**src/fb_pkg.sv**
```systemverilog
/* Shared widths, register map and enums for the framebuffer display subsystem.
   Blocks refer to these by scoped name. */
package fb_pkg;

    localparam int CIDXW = 4;   // colour index bits
    localparam int CHANW = 4;   // bits per palette channel
    localparam int CORDW = 16;  // raster and buffer coordinates

    // paint opcodes, written to REG_CTRL[1:0]
    typedef enum logic [1:0] {
        CMD_NOP  = 2'd0,
        CMD_FILL = 2'd1,
        CMD_BOX  = 2'd2
    } fb_cmd_e;

    // box_painter states
    typedef enum logic [2:0] {
        P_IDLE,
        P_WAIT_FRAME,  // command held until next frame pulse
        P_FILL,
        P_TOP,
        P_RIGHT,
        P_BOTTOM,
        P_LEFT
    } paint_state_e;

    // APB register map
    localparam logic [7:0] REG_CTRL     = 8'h00;  // [1:0] opcode, [7:4] index
    localparam logic [7:0] REG_STATUS   = 8'h04;  // [0] busy, [15:8] done count
    localparam logic [7:0] REG_PAL_BASE = 8'h40;  // 16 entries, stride 4

endpackage

```
**src/display_timing.sv**
```systemverilog
/* Raster timing generator. Free-running counters plus registered sync, data
   enable and frame-start decodes, all aligned with sx and sy. */
`timescale 1ns/10ps

module display_timing #(
    parameter int H_ACTIVE = 640,
    parameter int H_FP     = 16,
    parameter int H_SYNC   = 96,
    parameter int H_BP     = 48,
    parameter int V_ACTIVE = 480,
    parameter int V_FP     = 10,
    parameter int V_SYNC   = 2,
    parameter int V_BP     = 33
) (
    input  logic                      clk_pix,
    input  logic                      reset,
    output logic [fb_pkg::CORDW-1:0]  sx,
    output logic [fb_pkg::CORDW-1:0]  sy,
    output logic                      hsync,
    output logic                      vsync,
    output logic                      de,
    output logic                      frame
);

    localparam int H_TOTAL = H_ACTIVE + H_FP + H_SYNC + H_BP;
    localparam int V_TOTAL = V_ACTIVE + V_FP + V_SYNC + V_BP;
    localparam int HS_START = H_ACTIVE + H_FP;
    localparam int VS_START = V_ACTIVE + V_FP;

    logic [fb_pkg::CORDW-1:0] sx_next, sy_next;

    always_comb begin
        sx_next = sx + 1'b1;
        sy_next = sy;
        if (sx == fb_pkg::CORDW'(H_TOTAL - 1)) begin
            sx_next = '0;
            if (sy == fb_pkg::CORDW'(V_TOTAL - 1))
                sy_next = '0;
            else
                sy_next = sy + 1'b1;
        end
    end

    // decodes use the next position so they line up with the counters
    always_ff @(posedge clk_pix) begin
        if (reset) begin
            sx    <= fb_pkg::CORDW'(H_TOTAL - 1);  // first pixel after reset is (0,0)
            sy    <= fb_pkg::CORDW'(V_TOTAL - 1);
            hsync <= 1'b0;
            vsync <= 1'b0;
            de    <= 1'b0;
            frame <= 1'b0;
        end else begin
            sx    <= sx_next;
            sy    <= sy_next;
            hsync <= (sx_next >= HS_START) && (sx_next < HS_START + H_SYNC);
            vsync <= (sy_next >= VS_START) && (sy_next < VS_START + V_SYNC);
            de    <= (sx_next < H_ACTIVE) && (sy_next < V_ACTIVE);
            frame <= (sx_next == 0) && (sy_next == fb_pkg::CORDW'(V_ACTIVE));
        end
    end

endmodule

```
**config.mk**
```make
export PLATFORM = sky130hd
export DESIGN_NAME = display_timing
export DESIGN_NICKNAME = d
export VERILOG_FILES = /design/src/fb_pkg.sv /design/src/display_timing.sv
export SDC_FILE = /design/constraint.sdc
export NUM_CORES = 1
export LEC_CHECK = 0
export ABC_AREA = 1
export BUFFER_PORTS_ARGS = -buffer_cell sky130_fd_sc_hd__buf_2
export CELL_PAD_IN_SITES_DETAIL_PLACEMENT = 1
export CELL_PAD_IN_SITES_GLOBAL_PLACEMENT = 1
export CORE_MARGIN = 2
export CORE_UTILIZATION = 37
export CTS_BUF_LIST = sky130_fd_sc_hd__clkbuf_2
export CTS_CLUSTER_DIAMETER = 150
export DETAILED_ROUTE_END_ITERATION = 10
export GPL_ROUTABILITY_DRIVEN = 0
export GPL_TIMING_DRIVEN = 1
export PLACE_DENSITY_LB_ADDON = 0.1
export SLEW_MARGIN = 20
export SYNTH_ARGS = -nofsm -noshare
export SYNTH_HDL_FRONTEND = slang
export SYNTH_SLANG_ARGS = --single-unit
export TNS_END_PERCENT = 10
```
**constraint.sdc**
```tcl
create_clock -name clk_pix -period 2.3 [get_ports clk_pix]
set_input_delay 0.115 -clock clk_pix [delete_from_list [all_inputs] [get_ports clk_pix]]
set_output_delay 0.115 -clock clk_pix [all_outputs]
set_load 0.02 [all_outputs]
```
==> results.py <==
metrics = {
    "logic_synthesis": {
        "mappedNetlistArea_sq_um": 2430,
        "netlist_instances": 399,
        "synth.distinct_cells": 28,
        "syn_nets": 404,
        "async_flop_share_pct": 0,
        "avgSynthCellArea_sq_um": 6.09,
        "synth-seq-cells": 36,
        "synth-edff-count": 0,
        "synthFlopType": "dfxtp_1",
        "ys_seq_area_share_pct": 29.7,
        "yosysWarnings": 0,
    },
    "clock_tree": {
        "clkTransAtPathRegs_ns": 0.23,
        "insertion_delay_ns": 0.42,
        "cts_tree": "built",
        "htree_levels": 2,
        "cts_setup_buffers": 0,
        "cts_root_buf": "clkbuf_2",
        "cts-resized-gates": 0,
        "cts.sinks": 36,
        "postCtsHoldBufs": 0,
        "cts_buffer_depth": 2,
        "cts_buffers": 5,
    },
    "die": {
        "core-area_sq_um": 6350,
        "io_pins": 38,
        "die_h_um": 85.0,
        "rows": 29,
        "start_util_pct": 38.2,
        "die-area_sq_um": 7230,
        "die_width_um": 85.0,
    },
    "layout": {
        "diodes": 0,
        "layout-drive-gt1-share_pct": 18.9,
        "syn2layout_area_growth_pct": 14.4,
        "nNetsFinal": 448,
        "fin_area_sq_um": 2780,
    },
    "timing": {
        "setup_violations": 0,
        "setup_ws_ns": 0.160,
        "hold_viol": 0,
        "fin_setup_tns_ns": 0,
        "hold_ws_ns": 0.0354,
        "slew_headroom_pct": 71.1,
        "clock_skew_ns": 0.0200,
        "rsz0062_at_grt": "no",
        "min_period_ns": 2.14,
        "timing.final.crit_share_pct": 93.0,
        "drv_slew": 0,
        "fmaxAchievable_mhz": 467,
        "worst_pin_slew_ns": 0.432,
    },
    "global_routing": {
        "grt_usage_pct": 22.7,
        "met1_usage_pct": 34.3,
        "grtUsageMet3_pct": 3.60,
        "grt_pass1_wl_mm": 13.0,
        "antenna_found_initial": 0,
        "use_met2_pct": 33.8,
        "grt_overflow_total": 0,
        "grt_start_max_net_pins": 24,
        "grt_pass1_vias": 2589,
        "busiest_layer": "met1",
    },
    "drt": {
        "via_per_inst": 5.04,
        "vias": 2624,
        "initialDrtViolationCount": 144,
        "wl_mm": 7.84,
        "route.antenna.remaining_nets": 0,
        "drcViolationCount": 0,
        "drtPass1Iterations": 4,
        "wl_per_cell_um": 15.0,
    },
    "worst_hold_path": {
        "hp-class": "in -> reg",
        "hold_path_depth": 3,
    },
    "setup_path": {
        "crit_path_max_fanout": 14,
        "start_kind": "flop",
        "crit_path_end_kind": "flop",
        "critPathMaxStageDelay_ns": 0.43,
        "crit_chain": "ha_1, nand2_4, nor2_8, nand3_4, inv_2, nand2_4, nand2_1, nand2_1, inv_1, nand2_1, nor2_1, nand2_1, nor2_1, nor2_1",
        "ff2ff_path_depth": 14,
        "critPathMostFrequentCell": "nand2_1",
        "crit_required_ns": 2.65,
        "critical_path.slowest_cell": "dfxtp_1",
        "crit_arrival_ns": 2.49,
        "worstSetupPathType": "reg -> reg",
    },
    "power_and_ir_drop": {
        "p_total_uw": 2840,
        "leakagePower_uw": 0.00139,
        "ir_worst_vdd_uv": 486,
        "power_density_nw_per_um2": 1020,
    },
    "placement": {
        "place_ws_ns": 0.170,
        "place_hpwl_mm": 6.11,
        "io_buffers": 37,
        "placed_cell_area_sq_um": 2710,
    },
    "flow_run": {
        "maxCapViolCount": 0,
    },
    "run_status": {
        "status": "finished, final reports clean",
    },
}
==> logic make-up after synthesis <==
kind of cell,after synthesis,share of synthesized area [%]
compound gates,12,3.09
xor+xnor,6,2.16
fa+ha+maj,3,1.55
buf+inv,54,9.17
flops,36,29.7
simple gates,288,54.4
==> sequential cells by signal, indices dropped and copies added, names as in the netlist <==
signal	cells
frame	1
de	1
hsync	1
vsync	1
sy	16
sx	16
==> power breakdown <==
part           internal (uW)  switching [uW]  leakage, uW
logic                    462            1060      0.00106
clock network            181             261    0.0000390
registers                724             149     0.000293
==> critical path: cells and delay by family, from the launching register on <==
kind	cells	cell delay (ns)
flip-flops	1	0.43
adder cells (fa/ha/maj)	1	0.23
AND/OR/NAND/NOR	11	1.23
buffers and inverters	2	0.16
==> path summary, 6_finish.rpt <==
check / endpoint / from / slack (ns)
worst max-delay path: de / sx[1] / 0.16
worst min-delay path: sy[2] / reset / 0.04
worst max register to register: de / sx[1] / 0.16
worst min register to register: sx[0] / sx[0] / 0.50
==> final cells by class <==
class,instances,area [sq um]
Fill cell,915,3570
Multi-Input combinational cell,309,1490
Clock buffer,5,25.0
Tap cell,77,96.3
Inverter,49,184
Sequential cell,36,722
Timing Repair Buffer,42,223
Clock inverter,3,42.5
==> per-layer routing <==
metal | up-vias | wire length (um)
met3 | 8 | 342
met1 | 1215 | 4120
met2 | 54 | 3290
met4 | 0 | 82
met5 | - | 0
li1 | 1347 | -
==> cells in the final DEF, fill, tap and decap left out <==
cell type   count
nor2_8          2
dfxtp_1        35
xor2_1          6
nand2_4         2
o21ai_0         6
nor2_2         10
nand2_1       115
a21oi_1         4
buf_2          37
nor2_4          2
nand3b_1        2
bufinv_16       1
nand3_4         1
nor3b_2         1
o21ai_4         1
clkinv_1        2
inv_2           4
inv_1          43
nand4_1        16
nand3_1        45
and2_1          1
ha_1            3
or2_2           2
clkinv_2        1
clkinvlp_4      1
dfxtp_2         1
clkbuf_2        5
buf_4           5
a21oi_2         1
nor2_1         82
nand2_2         7
==> cells in the mapped netlist (4+ instances only) <==
master   number  area share, %
nand2_1     115             18
nor2_1       82             13
nand3_1      45            9.3
inv_1        43            6.6
dfxtp_1      36             30
nand4_1      16            4.1
nor2_2       10            2.6
nand2_2       7            1.8
o21ai_0       6            1.2
xor2_1        6            2.2
a21oi_1       4           0.82
inv_2         4           0.62
==> per-stage QoR <==
step,cells,util [%]
final,521,43.7
after global routing,521,43.7
after CTS,521,43.7
after detailed placement,513,42.7
after global placement,513,42.7
after floorplan,399,-
(Power assumes the default switching activity.)
