## config.mk

```make
export PLATFORM = sky130hd
export DESIGN_NAME = box_painter
export DESIGN_NICKNAME = d
export VERILOG_FILES = /design/src/fb_pkg.sv /design/src/box_painter.sv
export SDC_FILE = /design/constraint.sdc
export NUM_CORES = 1
export LEC_CHECK = 0
export BUFFER_PORTS_ARGS = -buffer_cell sky130_fd_sc_hd__buf_2
export CAP_MARGIN = 0
export CORE_ASPECT_RATIO = 0.8
export CORE_MARGIN = 4
export CORE_UTILIZATION = 45
export CTS_BUF_LIST = sky130_fd_sc_hd__clkbuf_8
export DETAILED_ROUTE_END_ITERATION = 12
export PLACE_DENSITY = 0.8
export SLEW_MARGIN = 20
export SYNTH_ARGS = -nofsm -noshare
export SYNTH_HDL_FRONTEND = slang
export SYNTH_SLANG_ARGS = --single-unit
export TNS_END_PERCENT = 100
```

## constraint.sdc

```tcl
create_clock -name clk_pix -period 4.82 [get_ports clk_pix]
set_input_delay 0.964 -clock clk_pix [delete_from_list [all_inputs] [get_ports clk_pix]]
set_output_delay 0.964 -clock clk_pix [all_outputs]
set_load 0.03 [all_outputs]
```

## src/fb_pkg.sv

```systemverilog
/* Shared widths, register map and enums for the framebuffer display subsystem.
   Blocks refer to these by scoped name. */
package fb_pkg;

    localparam int CIDXW = 4;   // colour index bits
    localparam int CHANW = 4;   // bits per palette channel
    localparam int CORDW = 16;  // raster and buffer coordinates

    // paint opcodes, written to REG_CTRL[1:0]
    typedef enum logic [1:0] {
        CMD_NOP  = 2'd0,
        CMD_FILL = 2'd1,
        CMD_BOX  = 2'd2
    } fb_cmd_e;

    // box_painter states
    typedef enum logic [2:0] {
        P_IDLE,
        P_WAIT_FRAME,  // command held until next frame pulse
        P_FILL,
        P_TOP,
        P_RIGHT,
        P_BOTTOM,
        P_LEFT
    } paint_state_e;

    // APB register map
    localparam logic [7:0] REG_CTRL     = 8'h00;  // [1:0] opcode, [7:4] index
    localparam logic [7:0] REG_STATUS   = 8'h04;  // [0] busy, [15:8] done count
    localparam logic [7:0] REG_PAL_BASE = 8'h40;  // 16 entries, stride 4

endpackage

```

## src/box_painter.sv

```systemverilog
/* Paint engine. Takes a command from the register block, waits for the
   frame pulse, then writes fill or outline pixels one per cycle. */
`timescale 1ns/10ps

module box_painter #(
    parameter int FB_WIDTH  = 160,
    parameter int FB_HEIGHT = 120
) (
    input  logic                      clk_pix,
    input  logic                      reset,
    input  logic                      frame,
    input  logic                      cmd_valid,
    input  fb_pkg::fb_cmd_e           cmd_op,
    input  logic [fb_pkg::CIDXW-1:0]  cmd_cidx,
    output logic                      busy,
    output logic                      done,
    output logic                      we,
    output logic [fb_pkg::CORDW-1:0]  wx,
    output logic [fb_pkg::CORDW-1:0]  wy,
    output logic [fb_pkg::CIDXW-1:0]  wcidx
);

    localparam logic [fb_pkg::CORDW-1:0] X_MAX = fb_pkg::CORDW'(FB_WIDTH - 1);
    localparam logic [fb_pkg::CORDW-1:0] Y_MAX = fb_pkg::CORDW'(FB_HEIGHT - 1);

    fb_pkg::paint_state_e state;
    fb_pkg::fb_cmd_e      op;
    logic                 x_last, y_last;

    assign x_last = (wx == X_MAX);
    assign y_last = (wy == Y_MAX);
    assign busy   = (state != fb_pkg::P_IDLE);
    assign we     = busy && (state != fb_pkg::P_WAIT_FRAME);

    // pulse on the last write, or straight away for a NOP
    assign done = (state == fb_pkg::P_FILL && x_last && y_last)
               || (state == fb_pkg::P_BOTTOM && x_last)
               || (state == fb_pkg::P_WAIT_FRAME && frame
                   && op != fb_pkg::CMD_FILL && op != fb_pkg::CMD_BOX);

    always_ff @(posedge clk_pix) begin
        if (reset) begin
            state <= fb_pkg::P_IDLE;
        end else begin
            case (state)
                fb_pkg::P_IDLE:
                    if (cmd_valid) state <= fb_pkg::P_WAIT_FRAME;
                fb_pkg::P_WAIT_FRAME:
                    if (frame) begin
                        if (op == fb_pkg::CMD_FILL)     state <= fb_pkg::P_FILL;
                        else if (op == fb_pkg::CMD_BOX) state <= fb_pkg::P_TOP;
                        else                            state <= fb_pkg::P_IDLE;
                    end
                fb_pkg::P_FILL:
                    if (x_last && y_last) state <= fb_pkg::P_IDLE;
                fb_pkg::P_TOP:
                    if (x_last) state <= fb_pkg::P_RIGHT;
                fb_pkg::P_RIGHT:
                    if (y_last) state <= fb_pkg::P_LEFT;
                fb_pkg::P_LEFT:
                    if (y_last) state <= fb_pkg::P_BOTTOM;
                fb_pkg::P_BOTTOM:
                    if (x_last) state <= fb_pkg::P_IDLE;
                default: state <= fb_pkg::P_IDLE;
            endcase
        end
    end

    // coordinates and colour, no reset needed
    always_ff @(posedge clk_pix) begin
        if (state == fb_pkg::P_IDLE && cmd_valid) begin
            op    <= cmd_op;
            wcidx <= cmd_cidx;
        end
        case (state)
            fb_pkg::P_WAIT_FRAME: begin
                wx <= '0;
                wy <= '0;
            end
            fb_pkg::P_FILL:  // raster order
                if (!x_last) begin
                    wx <= wx + 1'b1;
                end else begin
                    wx <= '0;
                    wy <= wy + 1'b1;
                end
            fb_pkg::P_TOP, fb_pkg::P_BOTTOM:
                if (!x_last) wx <= wx + 1'b1;
            fb_pkg::P_RIGHT:
                if (!y_last) begin
                    wy <= wy + 1'b1;
                end else begin
                    wx <= '0;  // back to top left for the left edge
                    wy <= '0;
                end
            fb_pkg::P_LEFT:
                if (!y_last) wy <= wy + 1'b1;
            default: ;
        endcase
    end

    a_write_in_buffer: assert property (@(posedge clk_pix) disable iff (reset)
        we |-> (wx < FB_WIDTH) && (wy < FB_HEIGHT));

endmodule

```

==> flow_metrics.py <==
metrics = {
    "status": {
        "status": "complete, no violations",
    },
    "floorplan": {
        "io_pins": 49,
        "fp.coreArea_sq_mm": 0.005036,
        "fp.dieH_um": 72.86,
        "die_x_um": 89.07,
        "die-area_sq_mm": 0.006489,
        "start_util_pct": 46.98,
        "rows": 23,
    },
    "sta": {
        "rsz0062_at_grt": "no",
        "min_period_ns": 2.948,
        "finClkSkew_ns": 0.003846,
        "slew_headroom_pct": 47.63,
        "setup_viol": 0,
        "fmax_ghz": 0.3392,
        "drv_slew": 0,
        "period_share_pct": 61.16,
        "worst_pin_slew_ns": 0.7856,
        "timing.setup.tns_ns": 0,
        "hold_violations": 0,
    },
    "worst_setup_path": {
        "end_kind": "primary output",
        "path_class": "register to primary output",
        "path_common_cell": "and4_1",
        "crit_path_max_incr_delay_ns": 0.40,
        "crit_required_ns": 3.86,
        "path_delay_family": "simple AND/OR/NAND/NOR gates",
        "crit_arrival_ns": 1.98,
        "crit_buf_inv": 1,
        "start_kind": "register",
        "path_cells": "ha_1 -> and4_1 -> and4_1 -> a31oi_1 -> a21oi_1 -> buf_2",
        "slowest_stage": "edfxtp_1",
        "cp_max_fo": 5,
    },
    "route": {
        "drt-total-wl_um": 5274,
        "wl_per_cell_um": 15.51,
        "vias_per_cell": 5.556,
        "drtPass1Iterations": 4,
        "drc": 0,
        "routed-via-count": 1889,
        "ant_nets": 0,
        "first_iter_violations": 178,
    },
    "global_route": {
        "grt_use_total_pct": 17.28,
        "gr-usage-met1_pct": 25.29,
        "antenna_found_initial": 0,
        "top_usage_layer": "met2",
        "grt_overflow": 0,
        "grt_pass1_vias": 1799,
        "grt_pass1_wl_um": 8638,
        "use_met2_pct": 25.29,
        "met3_usage_pct": 4.515,
        "grt_max_degree": 17,
    },
    "placement": {
        "place_hpwl_um": 3886,
        "gp_congestion": 0.8620,
        "port_buffers": 48,
    },
    "synthesis": {
        "synth_area_leaders": "edfxtp_1 (48%), nor2_1 (6.7%), xor2_1 (5.6%)",
        "syn_inst": 227,
        "syn_area_per_cell_sq_um": 10.42,
        "synth_warnings": 0,
        "synth_seq_cells": 41,
        "synth_fp_nets": 242,
        "synth.distinct_cells": 43,
        "yosysTopAreaCell": "edfxtp_1",
        "syn_area_sq_mm": 0.002366,
        "synth.yosys.seq_area_share_pct": 50.77,
        "synth_top_area_share_pct": 48.23,
    },
    "clocking": {
        "cts_buffers": 5,
        "cts_max_level": 2,
        "postCtsHoldBufs": 0,
        "insertion_delay_ns": 0.29,
        "cts_setup_buffers": 0,
        "ctsResizeCount": 0,
        "cts.path.max_buffers": 2,
        "cts_tree": "built",
        "cts_num_sinks": 41,
        "clkSlewWorstSetupHoldPaths_ns": 0.07,
        "cts.root.buffer_cell": "clkbuf_8",
    },
    "finish": {
        "syn2layout_area_growth_pct": 16.34,
        "fin_nets": 292,
        "drive_above_1_share_pct": 25.90,
        "antenna_cells": 0,
        "n_fill_cell": 451,
        "post-route-util_pct": 54.66,
    },
    "run": {
        "maxCapViolCount": 0,
    },
    "pwr": {
        "p_per_area_mw_per_mm2": 416.0,
        "peakVddDrop_mv": 0.2081,
        "power_leakage_nw": 1.006,
    },
    "min_path": {
        "hp-class": "register to register",
    },
}
## cells by family after synthesis
logic type	after synthesis	share of synthesized area, %
fa+ha+maj	5	2.644
compound gates	25	7.615
simple gates	110	24.80
xor+xnor	28	10.37
flops	41	50.77
buf+inv	18	3.807
## worst paths after layout
check	startpoint	cells after the start	slack, ns	end
max	wx[0]	6	1.87	done
min	wx[0]	1	0.63	wx[0]
max reg2reg	wx[0]	6	2.35	wx[5]
min reg2reg	wx[0]	1	0.63	wx[0]
## sequential cells by signal (all words and copies together) (netlist names)
name	count
op	2
wx	16
wy	16
state	3
wcidx	4
## per-stage QoR
step | std cells | power [mW] | instance area [sq um] | hold slack (ns) | setup slack [ns]
after floorplan | 227 | 0.7803 | 2366 | 0.5926 | 1.820
after detailed placement | 332 | 0.8816 | 2646 | 0.6312 | 2.102
after global placement | 332 | 0.8737 | 2646 | 0.6199 | 2.173
final | 340 | 1.145 | 2753 | 0.6317 | 1.872
after CTS | 340 | 1.153 | 2753 | 0.6421 | 1.860
after global routing | 340 | 1.206 | 2753 | 0.6698 | 1.718
## placed cells by master (no fill, tap or decap), types with 2 or more instances in the layout
cell type,Yosys,layout
edfxtp_1,38,38
xnor2_1,13,13
nand2_1,15,15
a21oi_1,8,8
nor2_1,42,42
nor3_1,7,7
buf_2,3,48
nor4_1,4,4
ha_1,5,5
dfxtp_1,3,3
nor4_2,3,3
or2_2,2,2
nand3_1,7,7
xor2_1,15,15
nand4_1,8,8
and2_1,2,2
and3_1,3,3
a31oi_1,2,2
and4_1,3,3
o32ai_1,3,3
o21ai_0,4,3
nor2_2,3,3
clkbuf_8,0,5
inv_1,12,13
nor4b_1,2,2
## where the power goes
| part | internal, mW | total [mW] | switching [mW] |
|---|---|---|---|
| registers | 0.465 | 0.543 | 0.0777 |
| logic | 0.101 | 0.333 | 0.231 |
| clock network | 0.151 | 0.270 | 0.119 |
| total | 0.717 | 1.15 | 0.428 |
## cell usage after synthesis (all sizes together)
| cell | instances |
|---|---|
| nor2 | 45 |
| edfxtp | 38 |
| nand2 | 15 |
| xor2 | 15 |
| xnor2 | 13 |
| inv | 12 |
| nand4 | 9 |
| a21oi | 8 |
| nand3 | 7 |
| nor3 | 7 |
| nor4 | 7 |
| buf | 6 |
| ha | 5 |
| o21ai | 5 |
| and2 | 3 |
| and3 | 3 |
| and4 | 3 |
| dfxtp | 3 |
| nor4b | 3 |
| o32ai | 3 |
| a31oi | 2 |
| o21a | 2 |
| or2 | 2 |
| a21boi | 1 |
| a221oi | 1 |
| a311o | 1 |
| and4b | 1 |
| nand2b | 1 |
| nor2b | 1 |
| nor3b | 1 |
| o211ai | 1 |
| o32a | 1 |
| or3 | 1 |
| or4 | 1 |
## final cells by class
cell class                      instances  area, sq um  share of cell area (%)
Clock buffer                            5        68.82                   2.500
Tap cell                               62        77.57                   2.818
Sequential cell                        41         1201                   43.64
Timing Repair Buffer                   49        247.7                   9.000
Clock inverter                          3        37.54                   1.364
Inverter                               12        45.04                   1.636
Multi-Input combinational cell        168         1075                   39.05
## routing by layer
metal	routed length (um)	up-vias
li1	-	916
met1	2385	902
met2	2394	63
met3	417	8
met4	76	0
met5	0	-
(Power assumes the default switching activity.)
