**config.mk**
```make
export PLATFORM = sky130hd
export DESIGN_NAME = fb_regs
export DESIGN_NICKNAME = d
export VERILOG_FILES = /design/src/fb_pkg.sv /design/src/fb_regs.sv
export SDC_FILE = /design/constraint.sdc
export NUM_CORES = 1
export LEC_CHECK = 0
export ABC_AREA = 1
export BUFFER_PORTS_ARGS = -buffer_cell sky130_fd_sc_hd__buf_2
export CAP_MARGIN = 30
export CORE_MARGIN = 2
export CORE_UTILIZATION = 59
export DETAILED_ROUTE_END_ITERATION = 10
export GPL_TIMING_DRIVEN = 0
export PLACE_DENSITY = 0.8
export SLEW_MARGIN = 20
export SYNTH_ARGS = -nofsm -noshare
export SYNTH_HDL_FRONTEND = slang
export SYNTH_SLANG_ARGS = --single-unit
```
**constraint.sdc**
```tcl
create_clock -name clk_pix -period 2.5 [get_ports clk_pix]
set_input_delay 0.25 -clock clk_pix [delete_from_list [all_inputs] [get_ports clk_pix]]
set_output_delay 0.25 -clock clk_pix [all_outputs]
set_load 0.005 [all_outputs]
```
**src/fb_pkg.sv**
```systemverilog
/* Shared widths, register map and enums for the framebuffer display subsystem.
   Blocks refer to these by scoped name. */
package fb_pkg;

    localparam int CIDXW = 4;   // colour index bits
    localparam int CHANW = 4;   // bits per palette channel
    localparam int CORDW = 16;  // raster and buffer coordinates

    // paint opcodes, written to REG_CTRL[1:0]
    typedef enum logic [1:0] {
        CMD_NOP  = 2'd0,
        CMD_FILL = 2'd1,
        CMD_BOX  = 2'd2
    } fb_cmd_e;

    // box_painter states
    typedef enum logic [2:0] {
        P_IDLE,
        P_WAIT_FRAME,  // command held until next frame pulse
        P_FILL,
        P_TOP,
        P_RIGHT,
        P_BOTTOM,
        P_LEFT
    } paint_state_e;

    // APB register map
    localparam logic [7:0] REG_CTRL     = 8'h00;  // [1:0] opcode, [7:4] index
    localparam logic [7:0] REG_STATUS   = 8'h04;  // [0] busy, [15:8] done count
    localparam logic [7:0] REG_PAL_BASE = 8'h40;  // 16 entries, stride 4

endpackage

```
**src/fb_regs.sv**
```systemverilog
/* APB slave for the display. Holds the paint command register, the status
   register and a readable shadow of the palette. No wait states. */
`timescale 1ns/10ps

module fb_regs (
    input  logic                       clk_pix,
    input  logic                       reset,
    input  logic                       psel,
    input  logic                       penable,
    input  logic                       pwrite,
    input  logic [7:0]                 paddr,
    input  logic [31:0]                pwdata,
    input  logic                       busy,
    input  logic                       done,
    output logic [31:0]                prdata,
    output logic                       pready,
    output logic                       pslverr,
    output logic                       cmd_valid,
    output fb_pkg::fb_cmd_e            cmd_op,
    output logic [fb_pkg::CIDXW-1:0]   cmd_cidx,
    output logic                       pal_we,
    output logic [fb_pkg::CIDXW-1:0]   pal_addr,
    output logic [3*fb_pkg::CHANW-1:0] pal_data
);

    logic [3*fb_pkg::CHANW-1:0] pal_shadow [2**fb_pkg::CIDXW];
    logic [7:0]                 done_cnt;
    logic                       busy_flag;  // set on accepted CTRL write
    logic                       busy_any;
    logic                       access;
    logic                       is_ctrl, is_status, is_pal;
    logic [fb_pkg::CIDXW-1:0]   pal_idx;
    logic                       wr_ok;

    assign pready    = 1'b1;
    assign access    = psel && penable;
    assign busy_any  = busy_flag || busy;
    assign is_ctrl   = (paddr == fb_pkg::REG_CTRL);
    assign is_status = (paddr == fb_pkg::REG_STATUS);
    assign is_pal    = (paddr[7:6] == fb_pkg::REG_PAL_BASE[7:6]) && (paddr[1:0] == 2'b00);
    assign pal_idx   = paddr[5:2];

    assign pslverr = access && (!(is_ctrl || is_status || is_pal)
                                || (pwrite && is_status)
                                || (pwrite && is_ctrl && busy_any));
    assign wr_ok   = access && pwrite && !pslverr;

    always_comb begin
        prdata = '0;
        if (is_ctrl)
            prdata = {24'b0, cmd_cidx, 2'b0, cmd_op};
        else if (is_status)
            prdata = {16'b0, done_cnt, 7'b0, busy_any};
        else if (is_pal)
            prdata = {20'b0, pal_shadow[pal_idx]};
    end

    always_ff @(posedge clk_pix) begin
        if (reset) begin
            cmd_valid <= 1'b0;
            cmd_op    <= fb_pkg::CMD_NOP;
            cmd_cidx  <= '0;
            busy_flag <= 1'b0;
            done_cnt  <= '0;
            pal_we    <= 1'b0;
            for (int i = 0; i < 2**fb_pkg::CIDXW; i++)
                pal_shadow[i] <= '0;
        end else begin
            cmd_valid <= wr_ok && is_ctrl;
            pal_we    <= wr_ok && is_pal;
            if (wr_ok && is_ctrl) begin
                cmd_op    <= fb_pkg::fb_cmd_e'(pwdata[1:0]);
                cmd_cidx  <= pwdata[7:4];
                busy_flag <= 1'b1;
            end else if (done) begin
                busy_flag <= 1'b0;
            end
            if (done)
                done_cnt <= done_cnt + 1'b1;  // wraps at 256
            if (wr_ok && is_pal)
                pal_shadow[pal_idx] <= pwdata[11:0];
        end
    end

    // palette copy for the framebuffer, one cycle after the access
    always_ff @(posedge clk_pix) begin
        pal_addr <= pal_idx;
        pal_data <= pwdata[11:0];
    end

    a_penable_psel: assert property (@(posedge clk_pix) disable iff (reset)
        penable |-> psel);

    // painter must be idle whenever a new command is issued
    a_cmd_idle: assert property (@(posedge clk_pix) disable iff (reset)
        cmd_valid |-> !busy);

endmodule

```
==> impl_metrics.json <==
{
  "worst_clock_skew_ns": 0.00566,
  "core_area_um2": 16400,
  "post_dp_cell_area_um2": 10400,
  "p_seq_share_pct": 52.8,
  "setup_total_negative_slack_ns": 0,
  "grt_max_degree": 15,
  "setup.worst_path.class": "in -> out",
  "syn-mean-instance-area_um2": 10.7,
  "synthDominantCellAreaShare_pct": 59.0,
  "power_frac_clock_pct": 40.0,
  "grt_setup_unrepaired": "true",
  "drv_cap": 0,
  "gr-total-overflow": 0,
  "post-route-drc-count": 0,
  "number_of_top_level_pins": 105,
  "relSlewSlack_pct": 47.9,
  "grt_pass1_wl_um": 38900,
  "port_buffers": 66,
  "synthesis.yosys.warnings": 0,
  "via_per_inst": 5.94,
  "drv_slew": 0,
  "synth_top_cell_by_area": "edfxtp_1",
  "outcome": "finished clean",
  "syn_to_final_growth_pct": 15.8,
  "critPathSlowestCell": "clkbuf_1",
  "fillers": 1171,
  "timing.final.crit_share_pct": 98.0,
  "timing.hold.worst.class": "in -> reg",
  "p_sw_share_pct": 22.6,
  "antenna_found_initial": 0,
  "die_height_um": 133,
  "finalSetupViolCount": 0,
  "synth.ff_latch_count": 225,
  "critical_path.most_common_cell": "nand2_1",
  "pin_slew_with_the_least_headroom_to_its_limit_ns": 0.781,
  "p_comb_share_pct": 7.2,
  "clock-sinks": 225,
  "globalRouteTotalUtil_pct": 29.4,
  "p_sw_mw": 1.84,
  "critical_path_required_ns": 2.25,
  "crit_path_max_fanout": 10,
  "detailed_routing_iteration_count_for_the_pre_antenna_repair_pass": 6,
  "whs_path_depth": 2,
  "tritoncts": "yes",
  "critPathLaunchType": "input port",
  "cts_root_buffer_type": "clkbuf_16",
  "place_hpwl_um": 16800,
  "drt-initial-drc-count": 1098,
  "max_freq_mhz": 408,
  "detail-route-antenna-nets": 0,
  "final-hold-violation-count": 0,
  "synth.top_cells.by_area": "edfxtp_1, nor2_1, a22oi_1, nand2_1, dfxtp_1",
  "detail_route.wirelength_um": 25800,
  "max_stage_delay_ns": 0.59,
  "design_area_um2": 11300,
  "synthDistinctLibCells": 28,
  "place.gp.congestion": 0.897,
  "clk_transition_reported_paths_ns": 0.06,
  "num_vias": 7544,
  "drt-wirelength-per-cell_um": 20.3,
  "worst-endpoint-arrival_ns": 2.20,
  "finish.net_count": 1081,
  "path_cells": "buf_2 -> inv_1 -> nand2_1 -> inv_2 -> clkbuf_1 -> a22oi_1 -> nand2_1 -> nand2_1 -> nand4_1 -> nand2_1 -> nand2_1 -> buf_2",
  "insertedDiodeCount": 0,
  "reg2regPathDepth": 7,
  "dieArea_um2": 17600,
  "insertion_delay_ns": 0.50,
  "irDropWorstVdd_v": 0.000681,
  "synth_cells": 910,
  "htree_levels": 1,
  "number_of_global_route_vias_before_repair": 6952,
  "setup.worst_path.end_class": "output port",
  "effective_utilization_at_floorplan_pct": 59.5,
  "internal_power_mw": 6.30,
  "max-clock-path-buffers": 3,
  "drive_above_1_share_pct": 15.8,
  "fraction_of_the_yosys_area_taken_by_sequential_cells_pct": 65.8,
  "fp.dieW_um": 133,
  "power-per-cell-area_nw_per_um2": 719,
  "rows": 47,
  "static-leakage-power_nw": 4.57,
  "finalCriticalPeriod_ns": 2.45,
  "cts_buffers": 23,
  "synth_area_um2": 9770
}
## through the flow
| step | power, mW | hold WS [ns] | std cells | utilization, % | setup slack, ns |
|---|---|---|---|---|---|
| final | 8.14 | 0.160 | 1269 | 69.0 | 0.0506 |
| after global routing | 8.32 | 0.195 | 1269 | 69.0 | -0.0251 |
| after CTS | 8.10 | 0.167 | 1269 | 68.9 | 0.0657 |
| after detailed placement | 4.91 | 0.367 | 1211 | 63.6 | -0.166 |
| after global placement | 4.89 | 0.365 | 1211 | 63.6 | -0.196 |
| after floorplan | 4.69 | 0.278 | 925 | - | 0.622 |
## kinds of logic (layout without fill, tap and decap cells)
kind of cell / count (synthesis) / count (layout) / synth area share, %
adders and majority gates: 1 / 1 / 0.128
other: 2 / 17 / 0.0769
DFF: 225 / 225 / 65.8
AOI/OAI and AO/OA: 104 / 104 / 7.71
buffers and inverters: 126 / 250 / 6.44
and+or+nand+nor: 452 / 452 / 19.9
## state kept, by name, indices dropped and copies added, names as in the netlist
register,flops
done_cnt,8
cmd_cidx,4
cmd_valid,1
pal_we,1
pal_data,12
pal_addr,4
busy_flag,1
pal_shadow,192
cmd_op,2
## critical path: cells and delay by family
| family | cells | cell delay, ns |
|---|---|---|
| buffers and inverters | 5 | 1.00 |
| and+or+nand+nor | 6 | 0.74 |
| AOI/OAI and AO/OA | 1 | 0.19 |
## synth_stat cells
library cell and number:
nor2_1 218, edfxtp_1 192, nand2_1 183, a22oi_1 92
inv_1 39, clkbuf_1 38, dfxtp_1 33, buf_4 18
nand4_1 17, buf_2 10, nand3_4 9, buf_6 8
clkinv_1 8, nand3_1 6, nor3_1 6, a21oi_1 5
nand2_2 5, o21ai_0 5, inv_2 4, nor2_2 3
a31oi_1 2, conb_1 2, nor2_4 2, buf_12 1
ha_1 1, nand4_2 1, nor3_2 1, nor3_4 1
## worst paths after layout
path,start,endpoint,slack [ns]
worst max-delay path,paddr[3],prdata[10],0.05
worst min-delay path,reset,cmd_valid,0.16
worst max register to register,done_cnt[0],done_cnt[7],1.18
worst min register to register,busy_flag,busy_flag,0.48
## what timing repair did
| action | 4_1_cts | 5_1_grt |
|---|---|---|
| endpoints found under the setup margin | 0 | 7 |
| hold buffers | 17 | 0 |
| hold endpoints to repair | 17 | 0 |
| buffers inserted | 0 | 0 |
| gates resized for setup | 0 | 10 |
## per-layer routing
metal / GRT usage, % / part of all wire [%] / vias to the layer above / wire, um
li1: - / - / 3334 / -
met1: 41.5 / 37 / 3549 / 9620
met2: 44.8 / 46 / 564 / 11900
met3: 6.09 / 12 / 97 / 3140
met4: 12.4 / 4.4 / 0 / 1130
met5: 0 / 0 / - / 0
## layout by cell type (no fill, tap or decap), drive strengths merged, types with 17 or more instances in the layout
cell type,netlist,final
a22oi,92,92
buf,37,103
clkbuf,38,71
conb,2,17
dfxtp,33,33
dlygate4sd3,0,17
edfxtp,192,192
inv,43,43
nand2,188,188
nand4,18,18
nor2,223,223
## power groups by stage
| stage | combinational, mW | sequential (mW) | clock (mW) |
|---|---|---|---|
| 6_report | 0.588 | 4.29 | 3.26 |
| 5_1_grt | 0.631 | 4.31 | 3.38 |
| 4_1_cts | 0.570 | 4.29 | 3.24 |
| 3_5_place_dp | 0.545 | 4.37 | 0 |
| 3_3_place_gp | 0.534 | 4.36 | 0 |
| 2_1_floorplan | 0.340 | 4.35 | 0 |
## cell type report
type / instances / area [um^2] / area share [%]
multi-input combinational: 574 / 2770 / 24.5
buffer: 75 / 444 / 3.93
inverter: 51 / 191 / 1.69
timing repair buffer: 83 / 500 / 4.42
sequential: 225 / 6430 / 56.8
tap: 220 / 275 / 2.43
clock buffer: 33 / 643 / 5.68
clock inverter: 8 / 62.6 / 0.553
No activity file was read; power rests on OpenSTA's default activity.
